--- src/common/cpu_pkg.sv ---
`default_nettype none

package cpu_pkg;

    localparam int DATA_W = 8;                  // machine word width

    typedef logic [DATA_W-1:0] data_t;          // data or instruction word
    typedef logic [1:0]        reg_idx_t;       // one of four registers
    typedef logic [3:0]        opcode_t;        // instr[7:4]
    typedef logic [1:0]        wb_sel_t;        // writeback source

    // opcode map
    localparam opcode_t OP_NOP = 4'd0;
    localparam opcode_t OP_MOV = 4'd1;
    localparam opcode_t OP_ADD = 4'd2;
    localparam opcode_t OP_SUB = 4'd3;
    localparam opcode_t OP_AND = 4'd4;
    localparam opcode_t OP_OR  = 4'd5;
    localparam opcode_t OP_IN  = 4'd6;
    localparam opcode_t OP_OUT = 4'd7;
    localparam opcode_t OP_LDM = 4'd8;          // two-word immediate load
    localparam opcode_t OP_LDD = 4'd9;
    localparam opcode_t OP_STD = 4'd10;         // 11..15 behave as NOP

    localparam wb_sel_t WB_ALU    = 2'd0;       // alu result
    localparam wb_sel_t WB_MEM    = 2'd1;       // data memory
    localparam wb_sel_t WB_IMM_IN = 2'd2;       // immediate or in_port sample

    typedef struct packed {
        logic     valid;
        data_t    instr;
        data_t    in_sample;                    // in_port at accept time
    } if_id_t;

    typedef struct packed {
        logic     valid;
        opcode_t  opcode;
        reg_idx_t ra;                           // also the destination
        reg_idx_t rb;
        data_t    ra_val;
        data_t    rb_val;
        data_t    imm;                          // LDM immediate or IN sample
        logic     reg_write;
        logic     mem_read;
        logic     mem_write;
        logic     out_write;
        wb_sel_t  wb_sel;
    } id_ex_t;

    typedef struct packed {
        logic     valid;
        reg_idx_t dst;
        data_t    result;                       // alu out, address or out value
        data_t    store_data;
        logic     reg_write;
        logic     mem_read;
        logic     mem_write;
        logic     out_write;
    } ex_mem_t;

    typedef struct packed {
        logic     valid;
        reg_idx_t dst;
        data_t    result;
        data_t    load_data;                    // dmem read, aligned with this reg
        logic     reg_write;
        logic     mem_read;
        logic     out_write;
    } mem_wb_t;

endpackage

`default_nettype wire

--- src/decode/decode_stage.sv ---
`timescale 1ns/1ns
`default_nettype none

module decode_stage import cpu_pkg::*; (
    input  logic     clk,
    input  logic     rst,
    input  if_id_t   if_id,
    output logic     hold,
    output reg_idx_t rd_idx_a,
    output reg_idx_t rd_idx_b,
    input  data_t    rd_data_a,
    input  data_t    rd_data_b,
    output id_ex_t   id_ex
);

    typedef enum logic {
        DEC_OP,                                 // expecting an opcode word
        DEC_IMM                                 // expecting LDM immediate
    } dec_state_e;

    dec_state_e state;
    dec_state_e state_nxt;
    reg_idx_t   ldm_ra;                         // dest of pending LDM
    opcode_t    op;
    reg_idx_t   ra;
    reg_idx_t   rb;
    logic       load_use;
    id_ex_t     id_ex_nxt;

    assign op = if_id.instr[7:4];
    assign ra = if_id.instr[3:2];
    assign rb = if_id.instr[1:0];

    assign rd_idx_a = ra;
    assign rd_idx_b = rb;

    // load in EX writes a reg this word names
    assign load_use = id_ex.valid && id_ex.mem_read &&
                      (id_ex.ra == ra || id_ex.ra == rb);
    assign hold     = if_id.valid && (state == DEC_OP) && load_use;

    always_comb begin
        id_ex_nxt = '0;                         // bubble unless issued
        state_nxt = state;
        if (if_id.valid && !hold) begin
            if (state == DEC_IMM) begin
                // second LDM word is the value itself
                id_ex_nxt.valid     = 1'b1;
                id_ex_nxt.opcode    = OP_LDM;
                id_ex_nxt.ra        = ldm_ra;
                id_ex_nxt.imm       = if_id.instr;
                id_ex_nxt.reg_write = 1'b1;
                id_ex_nxt.wb_sel    = WB_IMM_IN;
                state_nxt           = DEC_OP;
            end else if (op == OP_LDM) begin
                state_nxt = DEC_IMM;            // first word only leaves a bubble
            end else begin
                id_ex_nxt.valid  = 1'b1;
                id_ex_nxt.opcode = op;
                id_ex_nxt.ra     = ra;
                id_ex_nxt.rb     = rb;
                id_ex_nxt.ra_val = rd_data_a;
                id_ex_nxt.rb_val = rd_data_b;
                id_ex_nxt.imm    = if_id.in_sample;
                id_ex_nxt.wb_sel = WB_ALU;
                case (op)
                    OP_MOV, OP_ADD, OP_SUB, OP_AND, OP_OR: begin
                        id_ex_nxt.reg_write = 1'b1;
                    end
                    OP_IN: begin
                        id_ex_nxt.reg_write = 1'b1;
                        id_ex_nxt.wb_sel    = WB_IMM_IN;
                    end
                    OP_OUT: id_ex_nxt.out_write = 1'b1;
                    OP_LDD: begin
                        id_ex_nxt.reg_write = 1'b1;
                        id_ex_nxt.mem_read  = 1'b1;
                        id_ex_nxt.wb_sel    = WB_MEM;
                    end
                    OP_STD: id_ex_nxt.mem_write = 1'b1;
                    default: id_ex_nxt.opcode = OP_NOP;  // 0 and 11..15
                endcase
            end
        end
    end

    always_ff @(posedge clk) begin
        if (rst) begin
            state  <= DEC_OP;
            ldm_ra <= '0;
            id_ex  <= '0;
        end else begin
            state <= state_nxt;
            id_ex <= id_ex_nxt;
            if (state == DEC_OP && state_nxt == DEC_IMM) begin
                ldm_ra <= ra;                   // remember LDM target
            end
        end
    end

endmodule

`default_nettype wire

--- src/decode/register_file.sv ---
`timescale 1ns/1ns
`default_nettype none

module register_file import cpu_pkg::*; (
    input  logic     clk,
    input  logic     rst,
    input  reg_idx_t rd_idx_a,
    input  reg_idx_t rd_idx_b,
    output data_t    rd_data_a,
    output data_t    rd_data_b,
    input  logic     wb_en,
    input  reg_idx_t wb_idx,
    input  data_t    wb_data
);

    data_t regs [4];                            // r0..r3

    always_ff @(posedge clk) begin
        if (rst) begin
            for (int i = 0; i < 4; i++) begin
                regs[i] <= '0;
            end
        end else if (wb_en) begin
            regs[wb_idx] <= wb_data;
        end
    end

    // write-first: a same-cycle writeback wins over the stored value
    assign rd_data_a = (wb_en && wb_idx == rd_idx_a) ? wb_data : regs[rd_idx_a];
    assign rd_data_b = (wb_en && wb_idx == rd_idx_b) ? wb_data : regs[rd_idx_b];

endmodule

`default_nettype wire

--- src/execute/execute_stage.sv ---
`timescale 1ns/1ns
`default_nettype none

module execute_stage import cpu_pkg::*; (
    input  logic    clk,
    input  logic    rst,
    input  id_ex_t  id_ex,
    input  mem_wb_t mem_wb,                     // older result for forwarding
    output ex_mem_t ex_mem
);

    data_t a_fwd;                               // ra after forwarding
    data_t b_fwd;                               // rb after forwarding
    data_t alu_res;
    data_t result;

    // newest producer first; a load in EX/MEM has no data yet
    function automatic data_t fwd(input reg_idx_t idx, input data_t dec_val);
        data_t val;
        val = dec_val;
        if (ex_mem.valid && ex_mem.reg_write && !ex_mem.mem_read &&
            ex_mem.dst == idx) begin
            val = ex_mem.result;
        end else if (mem_wb.valid && mem_wb.reg_write && mem_wb.dst == idx) begin
            val = mem_wb.mem_read ? mem_wb.load_data : mem_wb.result;
        end
        return val;
    endfunction

    always_comb begin
        a_fwd = fwd(id_ex.ra, id_ex.ra_val);
        b_fwd = fwd(id_ex.rb, id_ex.rb_val);
    end

    always_comb begin
        case (id_ex.opcode)
            OP_ADD:  alu_res = a_fwd + b_fwd;   // wraps mod 256
            OP_SUB:  alu_res = a_fwd - b_fwd;
            OP_AND:  alu_res = a_fwd & b_fwd;
            OP_OR:   alu_res = a_fwd | b_fwd;
            default: alu_res = b_fwd;           // MOV, OUT value, LDD/STD address
        endcase
    end

    // LDM and IN bypass the alu
    assign result = (id_ex.wb_sel == WB_IMM_IN) ? id_ex.imm : alu_res;

    always_ff @(posedge clk) begin
        if (rst) begin
            ex_mem <= '0;
        end else begin
            ex_mem.valid      <= id_ex.valid;
            ex_mem.dst        <= id_ex.ra;
            ex_mem.result     <= result;
            ex_mem.store_data <= a_fwd;         // STD writes ra
            ex_mem.reg_write  <= id_ex.reg_write;
            ex_mem.mem_read   <= id_ex.mem_read;
            ex_mem.mem_write  <= id_ex.mem_write;
            ex_mem.out_write  <= id_ex.out_write;
        end
    end

endmodule

`default_nettype wire

--- src/memory/memory_stage.sv ---
`timescale 1ns/1ns
`default_nettype none

module memory_stage import cpu_pkg::*; #(
    parameter int DMEM_ADDR_W = 8
) (
    input  logic     clk,
    input  logic     rst,
    input  ex_mem_t  ex_mem,
    output mem_wb_t  mem_wb,
    output logic     wb_en,
    output reg_idx_t wb_idx,
    output data_t    wb_data,
    output logic     out_valid,
    output data_t    out_data
);

    localparam int DMEM_DEPTH = 1 << DMEM_ADDR_W;

    data_t                  dmem [DMEM_DEPTH];
    logic [DMEM_ADDR_W-1:0] addr;               // low bits of the rb value

    assign addr = DMEM_ADDR_W'(ex_mem.result);

    always_ff @(posedge clk) begin
        if (rst) begin
            for (int i = 0; i < DMEM_DEPTH; i++) begin
                dmem[i] <= '0;
            end
        end else if (ex_mem.valid && ex_mem.mem_write) begin
            dmem[addr] <= ex_mem.store_data;
        end
    end

    // sync read lands in MEM/WB together with the rest
    always_ff @(posedge clk) begin
        if (rst) begin
            mem_wb <= '0;
        end else begin
            mem_wb.valid     <= ex_mem.valid;
            mem_wb.dst       <= ex_mem.dst;
            mem_wb.result    <= ex_mem.result;
            mem_wb.load_data <= dmem[addr];
            mem_wb.reg_write <= ex_mem.reg_write;
            mem_wb.mem_read  <= ex_mem.mem_read;
            mem_wb.out_write <= ex_mem.out_write;
        end
    end

    // writeback select
    assign wb_en   = mem_wb.valid && mem_wb.reg_write;
    assign wb_idx  = mem_wb.dst;
    assign wb_data = mem_wb.mem_read ? mem_wb.load_data : mem_wb.result;

    // out port keeps the last value between strobes
    always_ff @(posedge clk) begin
        if (rst) begin
            out_data <= '0;
        end else if (ex_mem.valid && ex_mem.out_write) begin
            out_data <= ex_mem.result;
        end
    end

    assign out_valid = mem_wb.valid && mem_wb.out_write;  // one beat per OUT

endmodule

`default_nettype wire

--- src/verilog/cpu_top.sv ---
`timescale 1ns/1ns
`default_nettype none

module cpu_top import cpu_pkg::*; #(
    parameter int DMEM_ADDR_W = 8               // data memory address bits
) (
    input  logic  clk,
    input  logic  rst,
    input  logic  instr_valid,
    output logic  instr_ready,
    input  data_t instr_data,
    input  data_t in_port,
    output logic  out_valid,
    output data_t out_data
);

    if_id_t   if_id;                            // fetch -> decode
    id_ex_t   id_ex;                            // decode -> execute
    ex_mem_t  ex_mem;                           // execute -> memory
    mem_wb_t  mem_wb;                           // memory -> execute (fwd)
    logic     hold;                             // load-use stall
    reg_idx_t rd_idx_a;
    reg_idx_t rd_idx_b;
    data_t    rd_data_a;
    data_t    rd_data_b;
    logic     wb_en;
    reg_idx_t wb_idx;
    data_t    wb_data;

    fetch_stage u_fetch (
        .clk         (clk),
        .rst         (rst),
        .instr_valid (instr_valid),
        .instr_ready (instr_ready),
        .instr_data  (instr_data),
        .in_port     (in_port),
        .hold        (hold),
        .if_id       (if_id)
    );

    decode_stage u_decode (
        .clk       (clk),
        .rst       (rst),
        .if_id     (if_id),
        .hold      (hold),
        .rd_idx_a  (rd_idx_a),
        .rd_idx_b  (rd_idx_b),
        .rd_data_a (rd_data_a),
        .rd_data_b (rd_data_b),
        .id_ex     (id_ex)
    );

    register_file u_regfile (
        .clk       (clk),
        .rst       (rst),
        .rd_idx_a  (rd_idx_a),
        .rd_idx_b  (rd_idx_b),
        .rd_data_a (rd_data_a),
        .rd_data_b (rd_data_b),
        .wb_en     (wb_en),                     // from MEM/WB
        .wb_idx    (wb_idx),
        .wb_data   (wb_data)
    );

    execute_stage u_execute (
        .clk    (clk),
        .rst    (rst),
        .id_ex  (id_ex),
        .mem_wb (mem_wb),
        .ex_mem (ex_mem)
    );

    memory_stage #(
        .DMEM_ADDR_W (DMEM_ADDR_W)
    ) u_memory (
        .clk       (clk),
        .rst       (rst),
        .ex_mem    (ex_mem),
        .mem_wb    (mem_wb),
        .wb_en     (wb_en),
        .wb_idx    (wb_idx),
        .wb_data   (wb_data),
        .out_valid (out_valid),
        .out_data  (out_data)
    );

endmodule

`default_nettype wire

--- src/verilog/fetch_stage.sv ---
`timescale 1ns/1ns
`default_nettype none

module fetch_stage import cpu_pkg::*; (
    input  logic   clk,
    input  logic   rst,
    input  logic   instr_valid,
    output logic   instr_ready,
    input  data_t  instr_data,
    input  data_t  in_port,
    input  logic   hold,                        // decode stall request
    output if_id_t if_id
);

    logic accept;                               // word transfers this edge

    // only the load-use stall pushes back
    assign instr_ready = !hold;
    assign accept      = instr_valid && instr_ready;

    always_ff @(posedge clk) begin
        if (rst) begin
            if_id <= '0;
        end else if (!hold) begin               // hold keeps IF/ID as is
            if_id.valid <= accept;              // bubble when nothing offered
            if (accept) begin
                if_id.instr     <= instr_data;
                if_id.in_sample <= in_port;     // IN uses the value seen here
            end
        end
    end

endmodule

`default_nettype wire
--- config.mk ---
export PLATFORM = sky130hd
export DESIGN_NAME = cpu_top
export DESIGN_NICKNAME = d
export VERILOG_FILES = /design/src/common/cpu_pkg.sv /design/src/decode/decode_stage.sv /design/src/decode/register_file.sv /design/src/execute/execute_stage.sv /design/src/memory/memory_stage.sv /design/src/verilog/cpu_top.sv /design/src/verilog/fetch_stage.sv
export SDC_FILE = /design/constraint.sdc
export NUM_CORES = 2
export LEC_CHECK = 0
export BUFFER_PORTS_ARGS = -buffer_cell sky130_fd_sc_hd__buf_4
export CAP_MARGIN = 20
export CORE_ASPECT_RATIO = 0.5
export CORE_MARGIN = 5
export CORE_UTILIZATION = 50
export CTS_CLUSTER_SIZE = 20
export DETAILED_ROUTE_END_ITERATION = 8
export PLACE_DENSITY = 0.65
export SYNTH_ARGS = -nofsm -noshare
export SYNTH_HDL_FRONTEND = slang
export SYNTH_SLANG_ARGS = --single-unit
--- constraint.sdc ---
create_clock -name clk -period 11.6 [get_ports clk]
set_input_delay 2.32 -clock clk [delete_from_list [all_inputs] [get_ports clk]]
set_output_delay 2.32 -clock clk [all_outputs]
set_load 0.02 [all_outputs]
==> flow_metrics.env <==
export IMPL_run_status="complete, no violations"
export IMPL_drt_wl_total_um=287000
export IMPL_die_w_um=648
export IMPL_globalRouteTotalUtil=0.266
export IMPL_worst_pin_slew_ns=1.49
export IMPL_synthArstFlopShare=0
export IMPL_critical_path_arrival_ns=6.05
export IMPL_clkTransAtPathRegs_ns=0.06
export IMPL_total_power_mw=16.5
export IMPL_cts_tree="done"
export IMPL_worst_path_buf_inv=3
export IMPL_peakVddDrop_uv=106
export IMPL_ios=29
export IMPL_drt_pass1_iter_count=6
export IMPL_clk_path_buf_depth=4
export IMPL_skew_ns=0.0454
export IMPL_fp_dieArea_um2=213000
export IMPL_crit_path_frequent_cell="buf_4"
export IMPL_ys_flop_type="edfxtp_1"
export IMPL_grt_setup_unrepaired="false"
export IMPL_fin_crit_ns=5.55
export IMPL_min_period_over_period=0.479
export IMPL_coreArea_um2=203000
export IMPL_slowest_stage="nor2_4"
export IMPL_tns_ns=0
export IMPL_area_growth_syn_to_layout_pct=8.16
export IMPL_antenna_found_initial=15
export IMPL_regArea_um2=64800
export IMPL_dp_hpwl_um=176000
export IMPL_postLayoutCoreUtil=0.543
export IMPL_first_iter_violations=9227
export IMPL_p_leak_nw=42.6
export IMPL_avgViaCountPerCell=6.51
export IMPL_postSynthNetCount=6808
export IMPL_slowest_delay_ns=1.03
export IMPL_cts_setup_buffers=0
export IMPL_crit_path_end_kind="register"
export IMPL_syn_inst=6779
export IMPL_drive_gt1_frac=0.187
export IMPL_row_count=117
export IMPL_ys_seq_area_frac=0.636
export IMPL_drv_cap=0
export IMPL_clkLatencyLatePin_ns=0.86
export IMPL_grt_pass1_wl_um=417000
export IMPL_path_class="reg -> reg"
export IMPL_place_congestion=0.897
export IMPL_cts_hold_buf=0
export IMPL_synth_seq_cells=2195
export IMPL_cp_data_required_time_ns=12.10
export IMPL_yosysWarnings=0
export IMPL_synthesis_area_um2=102000
export IMPL_final_area_um2=110000
export IMPL_avgSynthCellArea_um2=15.0
export IMPL_max_freq_mhz=180
export IMPL_relSlewSlack=0.00648
export IMPL_finalHoldViolCount=0
export IMPL_cts_resized=0
export IMPL_yosysUniqueCellTypes=70
export IMPL_drc=0
export IMPL_synth_edf_count=2080
export IMPL_cts_sinks=2195
export IMPL_vias=60400
export IMPL_min_path_type="reg -> reg"
export IMPL_dpl_cell_area_um2=103000
export IMPL_finalSetupViolCount=0
export IMPL_multi_input_area_um2=33900
export IMPL_antenna_left=0
export IMPL_clock_tree_root_cell="clkbuf_16"
export IMPL_initial_utilization=0.502
export IMPL_grt_max_degree=201
export IMPL_path_max_fanout=72
export IMPL_wire_per_inst_um=30.9
export IMPL_fp_dieH_um=329
export IMPL_crit_chain="buf_4 > buf_4 > nand3_1 > nor2_4 > buf_4 > a21o_1"
export IMPL_port_buffers=28
export IMPL_power_density_nw_per_um2=150
export IMPL_numCtsBuffers=205
export IMPL_cp_top_family="buffers and inverters"
export IMPL_drv_slew=0
export IMPL_nets=6396
export IMPL_grt_overflow=0
export IMPL_fillers=16000
export IMPL_grt_pass1_vias=58700
export IMPL_htree_num_levels=4
export IMPL_critPathLaunchType="register"
## metrics by stage
step                instances  hold WS (ns)  setup slack (ns)
global placement         8894         0.425              5.61
floorplan                6779         0.414              7.25
detailed placement       8896         0.428              5.56
finish                   9269         0.440              6.05
global route             9264         0.467              5.73
CTS                      9263         0.444              6.06
## registers in the layout, indices dropped and copies added (netlist names), named ones only
name               cells
u_decode.id_ex        38
u_decode.ldm_ra        2
u_decode.state         1
u_execute.ex_mem      23
u_fetch.if_id         17
u_memory.dmem       2048
u_memory.mem_wb       20
u_memory.out_data      8
u_memory.wb_idx        2
u_regfile.regs        32
## cells in the mapped netlist, types with 13 or more instances
cell type     n  share of area
mux2i_1      88         0.0087
nand2_1     113         0.0042
mux4_2      606           0.13
nor4_1       14        0.00086
nor2_1      227         0.0084
xor2_1       18         0.0015
and2_1      792          0.049
a221oi_1     20         0.0017
nor3_1       38         0.0019
nand3_1      28         0.0014
edfxtp_1   2080           0.61
inv_1        13        0.00048
a22oi_1      52         0.0038
a21o_1      147          0.011
o21ai_0      25         0.0012
or2_2        99         0.0061
o21bai_1     13        0.00096
and3_1     1268          0.078
clkbuf_1    614          0.023
nand2b_1     14        0.00086
buf_2        83         0.0041
a21oi_1      30         0.0015
buf_4        31         0.0023
buf_1        28         0.0010
nor2b_1      39         0.0024
buf_6        15         0.0017
a22o_1       29         0.0025
dfxtp_1     115          0.023
## final timing paths
path	startpoint	to	slack, ns	cells past startpoint
worst min register to register	u_decode.id_ex[5]$_SDFF_PP0_	u_execute.ex_mem[3]$_SDFF_PP0_	0.44	1
worst max-delay path	u_execute.ex_mem[12]$_SDFF_PP0_	u_memory.dmem[191][5]$_SDFFCE_PN0P_	6.05	6
worst max register to register	u_execute.ex_mem[12]$_SDFF_PP0_	u_memory.dmem[191][5]$_SDFFCE_PN0P_	6.05	6
worst min-delay path	u_decode.id_ex[5]$_SDFF_PP0_	u_execute.ex_mem[3]$_SDFF_PP0_	0.44	1
## power by group
group / internal (mW) / switching, mW / total (mW)
sequential: 8.89 / 0.110 / 9.00
combinational: 0.253 / 0.469 / 0.722
clock: 3.79 / 2.99 / 6.78
## cell usage in the layout (no fill, tap or decap), types with 52 or more instances in the layout
cell       netlist  final
a21o_1         147    147
a22oi_1         52     52
and2_1         792    791
and3_1        1268   1268
buf_4           31    145
clkbuf_16        0    209
dfxtp_1        115     99
edfxtp_1      2080   2080
mux2i_1         88     88
mux4_2         606    606
nand2_1        113    113
nor2_1         227    208
or2_2           99     99
## metal layers
layer / GRT usage / wire (um) / vias up
li1: - / - / 25100
met1: 0.388 / 115000 / 31500
met2: 0.406 / 131000 / 3324
met3: 0.0665 / 33100 / 440
met4: 0.0645 / 7320 / 8
met5: 0 / 60 / -
## cells by family (layout without fill, tap and decap cells)
kind of cell	count (synthesis)	in the layout	synth area share
muxes	705	705	0.144
DFF	2195	2195	0.636
xor gates and xnor gates	31	31	0.00280
and+or+nand+nor	2656	2656	0.154
adders and majority gates	16	16	0.00189
buffers and inverters	787	535	0.0323
other	0	5	0
AOI/OAI and AO/OA	389	389	0.0283
## final cells by class
cell class	instances	area share
Sequential cell	2195	0.589
Multi-Input combinational cell	3797	0.308
Clock buffer	260	0.0499
Tap cell	2737	0.0311
Timing Repair Buffer	155	0.0116
Clock inverter	107	0.00978
Inverter	13	0.000443
Antenna cell	5	0.000114
Power figures use the tool's default switching activity.
